### src/logic/fm_pkg.sv
/*
 * Register numbers, counts and shared types for the FM register interface
 */
package fm_pkg;

    // Global registers, lower bank
    localparam logic [7:0] REG_TESTYM  = 8'h21;
    localparam logic [7:0] REG_LFO     = 8'h22;
    localparam logic [7:0] REG_CLKA1   = 8'h24;
    localparam logic [7:0] REG_CLKA2   = 8'h25;
    localparam logic [7:0] REG_CLKB    = 8'h26;
    localparam logic [7:0] REG_TIMER   = 8'h27;
    localparam logic [7:0] REG_KON     = 8'h28;
    localparam logic [7:0] REG_PCM     = 8'h2A;
    localparam logic [7:0] REG_PCM_EN  = 8'h2B;
    localparam logic [7:0] REG_DACTEST = 8'h2C;
    localparam logic [7:0] REG_CLK_N6  = 8'h2D;
    localparam logic [7:0] REG_CLK_N3  = 8'h2E;
    localparam logic [7:0] REG_CLK_N2  = 8'h2F;

    // Channel 3 special frequency registers
    localparam logic [7:0] REG_CH3_OP1 = 8'hA9;
    localparam logic [7:0] REG_CH3_OP2 = 8'hAA;
    localparam logic [7:0] REG_CH3_OP3 = 8'hA8;

    localparam int BUSY_CYCLES = 32; // Synthesis clock enables per write

    typedef logic [10:0] fnum_t;
    typedef logic [2:0]  block_t;

    // Slot view of a register number
    typedef struct packed {
        logic [3:0] group;
        logic [1:0] op;
        logic [1:0] ch;
    } reg_slot_t;

    typedef union packed {
        logic [7:0] num;
        reg_slot_t  slot;
    } reg_addr_u;

    typedef struct packed {
        logic       valid;
        logic       part;       // Upper bank when set
        reg_addr_u  sel;
        logic [7:0] data;
    } bus_wr_t;

    typedef struct packed {
        logic [9:0] value_a;
        logic [7:0] value_b;
        logic       clr_flag_b;
        logic       clr_flag_a;
        logic       irq_en_b;
        logic       irq_en_a;
        logic       load_b;
        logic       load_a;
    } timer_cfg_t;

    typedef struct packed {
        logic       csm;
        logic       effect;
        logic       fast_timers;
        logic       eg_stop;
        logic       pg_stop;
        logic       lfo_en;
        logic [2:0] lfo_freq;
    } mode_cfg_t;

    typedef struct packed {
        logic [8:0] pcm;
        logic       pcm_en;
        logic       pcm_wr;
    } dac_t;

    typedef struct packed {
        block_t block_op1;
        fnum_t  fnum_op1;
        block_t block_op2;
        fnum_t  fnum_op2;
        block_t block_op3;
        fnum_t  fnum_op3;
    } ch3_freq_t;

    typedef struct packed {
        logic [2:0] up_chreg;   // fnum-low, alg, pms
        logic [6:0] up_opreg;   // dt1, tl, ks_ar, amen_dr, sr, sl_rr, ssgeg
        logic       up_keyon;
        logic [2:0] ch;
        logic [1:0] op;
        logic [5:0] fnum_hi;
        logic [7:0] din;
    } slot_upd_t;

endpackage

### src/logic/fm_bus_port.sv
/*
 * CPU port: register number latch, data capture and busy flag
 */
module fm_bus_port (
    input  logic            clk,
    input  logic            rst,
    input  logic [7:0]      din,
    input  logic            write,
    input  logic [1:0]      addr,
    input  logic            clk_en,
    output fm_pkg::bus_wr_t bus_wr,
    output logic            busy
);

    logic              old_write;
    logic              wr_valid;
    logic              part_q;
    fm_pkg::reg_addr_u sel_q;
    logic [7:0]        data_q;
    logic [4:0]        busy_cnt;

    always_ff @(posedge clk) begin
        if (rst) begin
            old_write <= 1'b0;
            wr_valid  <= 1'b0;
        end else begin
            old_write <= write;
            wr_valid  <= write && addr[0];
        end
    end

    // Register number and payload
    always_ff @(posedge clk) begin
        if (write && !addr[0]) begin
            sel_q  <= din;
            part_q <= addr[1];
        end
        if (write && addr[0])
            data_q <= din;
    end

    assign bus_wr = '{valid: wr_valid, part: part_q, sel: sel_q, data: data_q};

    always_ff @(posedge clk) begin
        if (rst) begin
            busy     <= 1'b0;
            busy_cnt <= 5'd0;
        end else if (!old_write && write && addr[0]) begin // Data writes only
            busy     <= 1'b1;
            busy_cnt <= 5'd0;
        end else if (clk_en) begin
            if (busy_cnt == 5'(fm_pkg::BUSY_CYCLES - 1))
                busy <= 1'b0;
            busy_cnt <= busy_cnt + 5'd1;
        end
    end

endmodule

### src/logic/fm_ch3_freq.sv
/*
 * Shared frequency-high latch and channel 3 per-operator frequencies
 */
module fm_ch3_freq (
    input  logic              clk,
    input  logic              rst,
    input  fm_pkg::bus_wr_t   bus_wr,
    output fm_pkg::ch3_freq_t ch3_freq,
    output logic [5:0]        fnum_hi
);

    always_ff @(posedge clk) begin
        if (rst) begin
            ch3_freq <= '0;
            fnum_hi  <= 6'd0;
        end else if (bus_wr.valid) begin
            case (bus_wr.sel.num)
                // One latch for every channel, either bank
                8'hA4, 8'hA5, 8'hA6, 8'hAC, 8'hAD, 8'hAE:
                    fnum_hi <= bus_wr.data[5:0];
                fm_pkg::REG_CH3_OP1:
                    {ch3_freq.block_op1, ch3_freq.fnum_op1} <= {fnum_hi, bus_wr.data};
                fm_pkg::REG_CH3_OP2:
                    {ch3_freq.block_op2, ch3_freq.fnum_op2} <= {fnum_hi, bus_wr.data};
                fm_pkg::REG_CH3_OP3:
                    {ch3_freq.block_op3, ch3_freq.fnum_op3} <= {fnum_hi, bus_wr.data};
                default: ;
            endcase
        end
    end

endmodule

### src/logic/fm_clk_div.sv
/*
 * Prescaler making the synthesis clock enable out of cen
 */
module fm_clk_div (
    input  logic       clk,
    input  logic       rst,
    input  logic       cen,
    input  logic [1:0] div_setting,
    output logic       clk_en
);

    logic [2:0] cnt;
    logic [2:0] last;     // Divisor minus one
    logic [1:0] old_setting;

    always_comb begin
        case (div_setting)
            2'b11:   last = 3'd5;
            2'b00:   last = 3'd1;
            default: last = 3'd2;
        endcase
    end

    always_ff @(posedge clk) begin
        if (rst) begin
            cnt         <= 3'd0;
            old_setting <= 2'b11;
        end else begin
            old_setting <= div_setting;
            if (div_setting != old_setting)
                cnt <= 3'd0;      // Restart on a new divisor
            else if (cen)
                cnt <= (cnt >= last) ? 3'd0 : cnt + 3'd1;
        end
    end

    assign clk_en = cen && (cnt == last);

endmodule

### src/logic/fm_global_regs.sv
/*
 * Global registers 21-2F: test bits, LFO, timers, mode, DAC and divider select
 */
module fm_global_regs (
    input  logic               clk,
    input  logic               rst,
    input  fm_pkg::bus_wr_t    bus_wr,
    input  logic               clk_en,
    output fm_pkg::timer_cfg_t timer_cfg,
    output fm_pkg::mode_cfg_t  mode_cfg,
    output fm_pkg::dac_t       dac,
    output logic [1:0]         div_setting
);

    logic       lower;
    logic [7:0] d;

    assign lower = bus_wr.valid && !bus_wr.part;
    assign d     = bus_wr.data;

    always_ff @(posedge clk) begin
        if (rst) begin
            timer_cfg   <= '0;
            mode_cfg    <= '0;
            dac         <= '0;
            div_setting <= 2'b11;
        end else if (bus_wr.valid) begin
            if (lower) begin
                case (bus_wr.sel.num)
                    fm_pkg::REG_TESTYM: begin
                        mode_cfg.eg_stop     <= d[5];
                        mode_cfg.pg_stop     <= d[3];
                        mode_cfg.fast_timers <= d[2];
                    end
                    fm_pkg::REG_LFO:   {mode_cfg.lfo_en, mode_cfg.lfo_freq} <= d[3:0];
                    fm_pkg::REG_CLKA1: timer_cfg.value_a[9:2] <= d;
                    fm_pkg::REG_CLKA2: timer_cfg.value_a[1:0] <= d[1:0];
                    fm_pkg::REG_CLKB:  timer_cfg.value_b      <= d;
                    fm_pkg::REG_TIMER: begin
                        mode_cfg.effect      <= |d[7:6];
                        mode_cfg.csm         <= d[7:6] == 2'b10;
                        timer_cfg.clr_flag_b <= d[5];
                        timer_cfg.clr_flag_a <= d[4];
                        timer_cfg.irq_en_b   <= d[3];
                        timer_cfg.irq_en_a   <= d[2];
                        timer_cfg.load_b     <= d[1];
                        timer_cfg.load_a     <= d[0];
                    end
                    fm_pkg::REG_PCM:     dac.pcm    <= {~d[7], d[6:0], 1'b1};
                    fm_pkg::REG_PCM_EN:  dac.pcm_en <= d[7];
                    fm_pkg::REG_DACTEST: dac.pcm[0] <= d[3];
                    fm_pkg::REG_CLK_N6:  div_setting[1] <= 1'b1;
                    fm_pkg::REG_CLK_N3:  div_setting[0] <= 1'b1;
                    fm_pkg::REG_CLK_N2:  div_setting    <= 2'b00;
                    default: ;
                endcase
            end
            dac.pcm_wr <= lower && (bus_wr.sel.num == fm_pkg::REG_PCM);
        end else if (clk_en) begin
            // One-shot bits go away on the first idle enable
            timer_cfg.clr_flag_a <= 1'b0;
            timer_cfg.clr_flag_b <= 1'b0;
            dac.pcm_wr           <= 1'b0;
        end
    end

endmodule

### src/logic/fm_mmr.sv
/*
 * FM register interface top: bus port, prescaler and register blocks
 */
module fm_mmr (
    input  logic               clk,
    input  logic               rst,
    input  logic               cen,
    input  logic [7:0]         din,
    input  logic               write,
    input  logic [1:0]         addr,
    output logic               busy,
    output logic               clk_en,
    output fm_pkg::timer_cfg_t timer_cfg,
    output fm_pkg::mode_cfg_t  mode_cfg,
    output fm_pkg::dac_t       dac,
    output fm_pkg::ch3_freq_t  ch3_freq,
    output fm_pkg::slot_upd_t  slot_upd
);

    fm_pkg::bus_wr_t bus_wr;
    logic [1:0]      div_setting;
    logic [5:0]      fnum_hi;

    fm_bus_port u_bus_port (
        .clk    (clk),
        .rst    (rst),
        .din    (din),
        .write  (write),
        .addr   (addr),
        .clk_en (clk_en),
        .bus_wr (bus_wr),
        .busy   (busy)
    );

    fm_clk_div u_clk_div (
        .clk         (clk),
        .rst         (rst),
        .cen         (cen),
        .div_setting (div_setting),
        .clk_en      (clk_en)
    );

    fm_global_regs u_global_regs (
        .clk         (clk),
        .rst         (rst),
        .bus_wr      (bus_wr),
        .clk_en      (clk_en),
        .timer_cfg   (timer_cfg),
        .mode_cfg    (mode_cfg),
        .dac         (dac),
        .div_setting (div_setting)
    );

    fm_ch3_freq u_ch3_freq (
        .clk      (clk),
        .rst      (rst),
        .bus_wr   (bus_wr),
        .ch3_freq (ch3_freq),
        .fnum_hi  (fnum_hi)
    );

    fm_update_decode u_update_decode (
        .clk      (clk),
        .rst      (rst),
        .bus_wr   (bus_wr),
        .fnum_hi  (fnum_hi),
        .slot_upd (slot_upd)
    );

endmodule

### src/logic/fm_update_decode.sv
/*
 * Data write decode into slot register update strobes, channel and operator
 */
module fm_update_decode (
    input  logic              clk,
    input  logic              rst,
    input  fm_pkg::bus_wr_t   bus_wr,
    input  logic [5:0]        fnum_hi,
    output fm_pkg::slot_upd_t slot_upd
);

    fm_pkg::reg_slot_t slot;
    logic [2:0]        up_chreg;
    logic [6:0]        up_opreg;
    logic              up_keyon;
    logic [2:0]        ch_q;
    logic [1:0]        op_q;
    logic [5:0]        fnum_hi_q;
    logic [7:0]        din_q;

    assign slot = bus_wr.sel.slot;

    always_ff @(posedge clk) begin
        if (rst) begin
            up_chreg <= 3'd0;
            up_opreg <= 7'd0;
            up_keyon <= 1'b0;
        end else if (bus_wr.valid) begin
            up_keyon <= bus_wr.sel.num == fm_pkg::REG_KON;
            up_chreg <= 3'd0;
            up_opreg <= 7'd0;
            if (slot.ch != 2'b11) begin // Channel slot 3 does not exist
                case (slot.group)
                    4'h3, 4'h4, 4'h5, 4'h6, 4'h7, 4'h8, 4'h9:
                        up_opreg <= 7'd1 << (slot.group - 4'd3);
                    4'hA: if (slot.op == 2'd0) up_chreg <= 3'b001;  // fnum low
                    4'hB: begin
                        if (slot.op == 2'd0)
                            up_chreg <= 3'b010;                     // FB and algorithm
                        else if (slot.op == 2'd1)
                            up_chreg <= 3'b100;                     // PMS
                    end
                    default: ;
                endcase
            end
        end
    end

    always_ff @(posedge clk) begin
        if (bus_wr.valid) begin
            ch_q      <= {bus_wr.part, slot.ch};
            op_q      <= slot.op;
            fnum_hi_q <= fnum_hi;
            din_q     <= bus_wr.data;
        end
    end

    assign slot_upd = '{
        up_chreg: up_chreg,
        up_opreg: up_opreg,
        up_keyon: up_keyon,
        ch:       ch_q,
        op:       op_q,
        fnum_hi:  fnum_hi_q,
        din:      din_q
    };

endmodule

### config.mk
export PLATFORM = sky130hd
export DESIGN_NAME = fm_mmr
export DESIGN_NICKNAME = d
export VERILOG_FILES = /design/src/logic/fm_pkg.sv /design/src/logic/fm_bus_port.sv /design/src/logic/fm_ch3_freq.sv /design/src/logic/fm_clk_div.sv /design/src/logic/fm_global_regs.sv /design/src/logic/fm_mmr.sv /design/src/logic/fm_update_decode.sv
export SDC_FILE = /design/constraint.sdc
export NUM_CORES = 1
export LEC_CHECK = 0
export BUFFER_PORTS_ARGS = -buffer_cell sky130_fd_sc_hd__buf_2
export CORE_MARGIN = 4
export CORE_UTILIZATION = 46
export DETAILED_ROUTE_END_ITERATION = 8
export PLACE_DENSITY_LB_ADDON = 0.2
export SYNTH_ARGS = -nofsm -noshare
export SYNTH_HDL_FRONTEND = slang
export SYNTH_SLANG_ARGS = --single-unit
### constraint.sdc
create_clock -name clk -period 5.9 [get_ports clk]
set_input_delay 0.59 -clock clk [delete_from_list [all_inputs] [get_ports clk]]
set_output_delay 0.59 -clock clk [all_outputs]
set_load 0.02 [all_outputs]
### Word-level counts from Yosys, hierarchy flattened

Index checks and enable logic that the tools add are counted.

* flip-flop bits (word level): 154
* bits in latches: 0
* bits in writable memories: 0
* bits in read-only memories: 0
* input port bits: 14
* output and inout bits: 118
* logic and storage cells: 152
* memories: 0

* add/sub/neg operators: 3
* $mul: 0
* divide/modulo/power cells: 0
* $lt $le $gt $ge: 1
* equality and inequality tests: 40
* shift-type cells: 1
* mux-type cells: 21
* bitwise logic cells: 1
* reduce and logical (&&, ||, !) cells: 40

Operators with widths (number)
* 8-bit by 6-bit equality test with 1-bit output, second input constant: 13
* 8-bit equality test, second input constant: 9
* 3-bit AND reduction: 12
* 4-bit by 3-bit equality test with 1-bit output, second input constant: 4
* 4-bit equality test, second input constant: 4
* 7-bit 2-to-1 mux: 2
* 3-bit 2-to-1 mux: 4
* 6-bit 2-to-1 mux: 2
* 3-bit case mux with 2 select lines: 2
* 2-bit nonzero test: 6
* 2-bit AND reduction: 5
* 1-bit logical AND: 7
* 7-bit OR reduction: 1
* 1-bit by 4-bit left shift with 7-bit output, first input constant: 1
* 1-bit 2-to-1 mux: 6
* 1-bit case mux with 2 select lines: 3
* 2-bit OR reduction: 3
* 6-bit OR reduction: 1
* 5-bit by 1-bit adder with 5-bit output, second input constant: 1
* 5-bit equality test, second input constant: 1
* 2-bit equality test, second input constant: 2
* 4-bit by 2-bit equality test with 1-bit output, second input constant: 1
* 2-bit logical NOT: 2
* 2-bit 2-to-1 mux: 2
* 10 further kinds: 13

### Longest topological paths before layout

Gate-level depths: netlist (run 1).

* depth after elaboration: 6
* depth in mapped cells: 8
* depth with buffers taken out: 8

### By module

Synthesis (run 1) repeated with hierarchy kept, for this count alone.

* cell total of the unflattened synthesis: 536
* area, all modules: 6281.0 um2

Modules (own cells, without submodules)
* fm_global_regs: instances 1, cells each 215, area each 2134.5 um2, sequential area each 920.9 um2
* fm_ch3_freq: instances 1, cells each 172, area each 1953.1 um2, sequential area each 960.9 um2
* fm_update_decode: instances 1, cells each 64, area each 1017.2 um2, sequential area each 790.8 um2
* fm_bus_port: instances 1, cells each 53, area each 865.8 um2, sequential area each 670.6 um2
* fm_clk_div: instances 1, cells each 32, area each 310.3 um2, sequential area each 100.1 um2

### Worst setup path before layout (run 1)

Ideal clock, no wire load.

* path kind: register -> register
* from: reg u_bus_port.wr_valid
* to: reg u_ch3_freq.fnum_hi[0]
* setup time: 0.128 ns
* arrival: 1.983 ns
* required time: 5.772 ns
* slack: 3.789 ns
* stages on the path, launching flop included: 7
* path buffers: 2
* period minus slack after synthesis: 2.111 ns
* cell sequence: dfxtp_1 clkbuf_1 a21bo_2 or3_1 clkbuf_1 mux2i_1 nor2_1

* word-level cells in the longest chain between the ends: 1

RTL lines
* start, declared: RTL line fm_bus_port.sv:16 `logic wr_valid;`
* start signal, assigned: RTL line fm_bus_port.sv:28 `wr_valid <= write && addr[0];`
* 2-bit AND reduction (no line)
* end signal, assigned: RTL line fm_ch3_freq.sv:20 `fnum_hi <= bus_wr.data[5:0];`
* end, declared: RTL line fm_ch3_freq.sv:9 `output logic [5:0] fnum_hi`

No other way between the ends.
A chain may end at the register's enable or synchronous reset.

### Worst setup path after layout (run 1)

* from: reg u_bus_port.sel_q[4] (netlist name)
* to: reg, netlist name u_global_regs.dac[10]

* word-level cells in the longest chain between the ends: 2

RTL lines
* start, declared: RTL line fm_bus_port.sv:18 `fm_pkg::reg_addr_u sel_q;`
* start signal, assigned: RTL line fm_bus_port.sv:35 `sel_q <= din;`
* 8-bit by 6-bit equality test with 1-bit output: RTL line fm_global_regs.sv:29 `case (bus_wr.sel.num)`
* 3-bit AND reduction (no line)

No other way between the ends.

==> impl_metrics.py, run 1 <==
metrics = {
    "floorplan": {
        "fp.dieH_um": 120,
        "start_util_pct": 47.2,
        "io_pins": 132,
        "rows": 40,
        "die-area_um2": 14300,
        "core_area_um2": 12100,
        "die_w_um": 120,
    },
    "clock_network": {
        "numCtsBuffers": 17,
        "clk_latency_ps": 410,
        "post_cts_resized": 0,
        "htree_levels": 4,
        "hold_buffers": 0,
        "cts_setup_buffers": 0,
        "cts-root-buf": "clkbuf_16",
        "cts.clk_slew.worst_paths_ps": 60,
        "cts_tree": "built",
        "clock_sinks": 154,
        "ctsLongestPathBuffers": 2,
    },
    "grt": {
        "grt.busiest_layer": "met2",
        "grt_max_degree": 113,
        "use_met2_pct": 31.9,
        "grt_pass1_wl_mm": 21.3,
        "grt_antenna_before_repair": 0,
        "grt.overflow.total": 0,
        "grt_util_met3_pct": 8.25,
        "use_met1_pct": 23.3,
        "track_usage_pct": 19.5,
        "grt_pass1_vias": 3968,
    },
    "synth": {
        "synth_edf_count": 36,
        "ys_seq_area_share_pct": 60.2,
        "synth_area_um2": 5720,
        "synth_top_area_share_pct": 41.3,
        "yosys-top-cells-area": "dfxtp_1 41%, edfxtp_1 19%, mux2i_1 16%, nor2_1 7.2%, clkbuf_1 1.6%",
        "ys_ff_latch": 154,
        "syn_area_per_cell_um2": 11.4,
        "netlist-cell-type-count": 46,
        "synth_largest_area_cell": "dfxtp_1",
        "synth-async-reset-ratio_pct": 0,
        "synth_warnings": 0,
        "syn_inst": 502,
        "synth_fp_nets": 523,
        "ys.flop_type": "dfxtp_1",
    },
    "detailed_routing": {
        "dr.pass1.iters": 4,
        "routed_via_density": 5.01,
        "vias": 4004,
        "drt-initial-drc-count": 244,
        "postRouteWirelength_mm": 13.6,
        "wl_per_cell_um": 17.0,
        "route.detailed.drc": 0,
        "ant_nets": 0,
    },
    "placed_design": {
        "port_buffers": 131,
        "post-dp-hpwl_mm": 9.38,
        "placed_cell_area_um2": 6440,
        "place_congestion": 0.896,
        "dp_cells": 768,
        "post-place-ws_ps": 3090,
    },
    "power_and_ir_drop": {
        "peakVddDrop_uv": 215,
        "leakage_nw": 3.45,
        "finalPower_mw": 2.17,
        "power_density_nw_per_um2": 311,
    },
    "sta": {
        "tightest_slew_ps": 1140,
        "slew_headroom_pct": 23.8,
        "tns_ps": 0,
        "rsz0062_at_grt": "false",
        "fin_ws_ps": 3040,
        "finClkSkew_ps": 6.45,
        "holdWs_ps": 353,
        "layout_worst_path_cycle_share_pct": 48.4,
        "maxSlewViolCount": 0,
        "min_period_ps": 2860,
        "timing.fmax_mhz": 350,
        "final_hold_viol_count": 0,
        "setup_viol_count_final": 0,
    },
    "job": {
        "maxCapViolations": 0,
    },
    "critical_path": {
        "worst_setup_path_end_kind": "flop",
        "cp_max_fo": 11,
        "required_ps": 6230,
        "cp_data_arrival_time_ps": 3190,
        "critPathKind": "reg2reg",
        "startpoint_type": "flop",
    },
    "final_layout": {
        "final_nets": 640,
        "syn2layout_area_growth_pct": 21.9,
        "design_area_um2": 6970,
        "nFillCells": 1104,
        "fin_util_pct": 57.6,
        "antennaDiodeCount": 0,
        "instances_no_fill": 800,
        "drive_gt1_share_pct": 27.4,
    },
    "run_status": {
        "outcome": "complete, no violations",
    },
    "hold_path": {
        "hp-class": "in2reg",
    },
}
==> state kept, by name, indices dropped and copies added (netlist names), 7 cells and up <==
| name | flops |
|---|---|
| u_ch3_freq.ch3_freq | 42 |
| u_global_regs.timer_cfg | 24 |
| u_global_regs.dac | 11 |
| u_global_regs.mode_cfg | 9 |
| u_bus_port.data_q | 8 |
| u_bus_port.sel_q | 8 |
| u_update_decode.din_q | 8 |
| u_update_decode.up_opreg | 7 |
==> Yosys cell counts (3+ instances only) <==
cell type  number
edfxtp_1       36
inv_1           8
or2_2           4
nor3_1          3
a32oi_1         4
nand3_1         5
buf_2           4
xor2_1          5
buf_4           3
and3b_1         3
a21oi_1         9
ha_1            7
nor2b_1         5
nand3_2         4
dfxtp_1       118
clkbuf_1       25
nor2_1        109
a22oi_1         4
nor3b_1         3
mux2i_1        89
nand2_1        14
nand4_1         9
==> cells by family (layout without fill, tap and decap cells) <==
kind of cell,count (synthesis),after routing,synth area share (%)
simple gates,174,174,14.9
mux,89,89,15.6
flops,154,154,60.2
buf+inv,43,173,3.37
xor+xnor,7,7,1.07
fa+ha+maj,7,7,1.53
compound gates,28,28,3.39
==> final timing paths <==
check,start,endpoint,slack (ps),cells after the start
max reg2reg,u_bus_port.sel_q[4],u_global_regs.dac[10],3040,4
min reg2reg,u_global_regs.mode_cfg[8],u_global_regs.mode_cfg[8],460,2
max,u_bus_port.sel_q[4],u_global_regs.dac[10],3040,4
min,addr[1],u_bus_port.part_q,350,1
==> cell usage in the layout (no fill, tap or decap), types with 4 or more instances in the layout <==
| cell type | count |
|---|---|
| a21oi_1 | 9 |
| a22oi_1 | 4 |
| a32oi_1 | 4 |
| buf_2 | 130 |
| clkbuf_16 | 17 |
| clkinv_1 | 5 |
| clkinv_2 | 5 |
| dfxtp_1 | 118 |
| edfxtp_1 | 36 |
| ha_1 | 7 |
| inv_1 | 8 |
| mux2i_1 | 89 |
| nand2_1 | 14 |
| nand3_1 | 5 |
| nand3_2 | 4 |
| nand4_1 | 9 |
| nor2_1 | 109 |
| nor2b_1 | 5 |
| or2_2 | 4 |
| xor2_1 | 5 |
==> power breakdown <==
part	total [mW]	switching [mW]	internal (mW)
combinational	0.0632	0.0422	0.0210
sequential	1.13	0.0302	1.10
clock	0.976	0.406	0.569
total	2.17	0.479	1.69
==> final cells by class <==
class                   count  area, µm²  share of cell area [%]
multi-input cells         305       2080                    29.9
clock buffers              17        425                    6.10
flip-flops and latches    154       3440                    49.4
clock inverters            15        110                    1.58
inverters                   9       33.8                   0.484
well taps                 168        210                    3.01
repair buffers            132        666                    9.55
==> metal layers <==
metal | vias up | part of all wire, % | wire length, µm
met5 | - | 0 | 0
met4 | 0 | 1.7 | 229
met1 | 1907 | 43 | 5880
met3 | 19 | 7.6 | 1030
met2 | 113 | 48 | 6480
li1 | 1965 | - | -
==> critical path: stages (launching register included) <==
cell and delay, ps:
edfxtp_1 540, nor4bb_1 890, nand3_1 730, or2_2 500
a21oi_1 120
No activity file was read; power rests on OpenSTA's default activity.
==> run 2: changes to the inputs <==
clock period = 2.55 ns   (was 5.9 ns; I/O delays follow)
==> run 2 against run 1 <==
  * Via count rose by 1.8%
  * Power increased by 140%
  * Highest routed layer unchanged
  * Largest power group unchanged
  * Final cell count grew 1.1%
  * Critical path type is now reg2out
==> impl_metrics.py, run 2 (synthesized netlist as in run 1, its figures left out) <==
metrics = {
    "sta": {
        "setup_viol_count_final": 0,
        "tns_ps": 0,
        "tightest_slew_ps": 630,
        "timing.fmax_mhz": 425,
        "rsz0062_at_grt": "false",
        "maxSlewViolCount": 0,
        "final_hold_viol_count": 0,
        "layout_worst_path_cycle_share_pct": 92.3,
        "holdWs_ps": 29.1,
        "min_period_ps": 2350,
        "slew_headroom_pct": 58.0,
        "finClkSkew_ps": 7.06,
    },
    "critical_path": {
        "cp_max_fo": 9,
        "required_ps": 2300,
        "cp_data_arrival_time_ps": 2100,
        "path_buf_inv": 3,
        "critPathKind": "reg2out",
        "slowest_delay_ps": 350,
        "crit_chain": "ha_1, inv_1, ha_1, nand4_1, clkinv_1, buf_2",
        "cp_slowest_cell": "dfxtp_1",
        "startpoint_type": "flop",
        "crit_top_cell": "ha_1",
        "worst_setup_path_end_kind": "output port",
        "critPathTopFamily": "buffers and inverters",
    },
    "final_layout": {
        "instances_no_fill": 809,
        "final_cell_mix": "130 x buf_2, 118 x dfxtp_1, 109 x nor2_1, 89 x mux2i_1, 36 x edfxtp_1",
        "nFillCells": 1050,
        "antennaDiodeCount": 0,
        "drive_gt1_share_pct": 28.5,
        "syn2layout_area_growth_pct": 24.2,
        "top_regs": "u_ch3_freq.ch3_freq: 42 flops, u_global_regs.timer_cfg: 24 flops, u_global_regs.dac: 11 flops",
        "largest_reg_flops": 42,
        "final_common_cell": "buf_2",
        "multiInputGateArea_um2": 2080,
        "final_nets": 649,
        "top_register": "u_ch3_freq.ch3_freq",
        "fin_util_pct": 58.6,
        "final-seq-area_um2": 3440,
    },
    "job": {
        "maxCapViolations": 0,
    },
    "power_and_ir_drop": {
        "peakVddDrop_uv": 507,
        "power_density_nw_per_um2": 739,
        "finalPower_mw": 5.25,
        "leakage_nw": 3.53,
    },
    "clock_network": {
        "cts-root-buf": "clkbuf_16",
        "numCtsBuffers": 17,
        "clk_latency_ps": 420,
        "post_cts_resized": 0,
        "ctsLongestPathBuffers": 2,
        "cts.clk_slew.worst_paths_ps": 60,
        "cts_tree": "built",
        "htree_levels": 4,
        "clock_sinks": 154,
    },
    "detailed_routing": {
        "routed_via_density": 5.04,
        "drt-initial-drc-count": 299,
        "route.detailed.drc": 0,
        "vias": 4076,
        "dr.pass1.iters": 4,
        "ant_nets": 0,
        "wl_per_cell_um": 17.4,
        "postRouteWirelength_mm": 14.1,
    },
    "floorplan": {
        "die-area_um2": 14300,
        "start_util_pct": 47.2,
        "rows": 40,
        "io_pins": 132,
        "die_w_um": 120,
        "fp.dieH_um": 120,
        "core_area_um2": 12100,
    },
    "grt": {
        "grt_pass1_vias": 4102,
        "grt_pass1_wl_mm": 22.4,
        "track_usage_pct": 20.4,
        "grt_antenna_before_repair": 0,
        "grt.overflow.total": 0,
        "grt_max_degree": 69,
    },
    "placed_design": {
        "post-dp-hpwl_mm": 9.80,
        "port_buffers": 131,
        "dp_cells": 776,
        "place_congestion": 0.910,
    },
    "hold_path": {
        "hp-class": "in2reg",
    },
    "run_status": {
        "outcome": "complete, no violations",
    },
}
run 2: metrics by stage:
step / setup WS [ps] / area (µm²)
after floorplan: 439 / 5720
after global placement: 636 / 6510
after detailed placement: 575 / 6510
after CTS: 170 / 7100
after global routing: 27.6 / 7100
final: 196 / 7100
run 2: timing repair:
action / CTS / global route
hold buffers: 1 / 0
buffers inserted: 0 / 0
hold endpoints to repair: 1 / 0
run 2: path summary, 6_finish.rpt:
check,startpoint,endpoint,slack [ps],cells after the start
min reg2reg,u_bus_port.busy_cnt[4],u_bus_port.busy_cnt[4],460,2
max,u_global_regs.div_setting[0],clk_en,200,6
min,din[5],u_bus_port.data_q[5],30,1
max reg2reg,u_bus_port.sel_q[4],u_ch3_freq.ch3_freq[11],600,5
run 2: metal layers:
layer / vias to the layer above / part of all wire [%] / track usage (%)
li1: 1977 / - / -
met1: 1953 / 44 / 26.0
met2: 119 / 45 / 31.1
met3: 27 / 7.9 / 8.11
met4: 0 / 2.4 / 8.02
met5: - / 0 / 0
run 2: layout make-up:
type                       count  share of cell area (%)
clock buffer                  17                    5.99
inverter                       9                   0.476
sequential                   154                    48.5
tap                          168                    2.96
clock inverter                15                    2.22
timing repair buffer         141                    10.5
multi-input combinational    305                    29.3
run 2: power breakdown:
group          internal (mW)  switching [mW]
logic                 0.0569           0.101
registers               2.54          0.0708
clock network           1.52           0.961
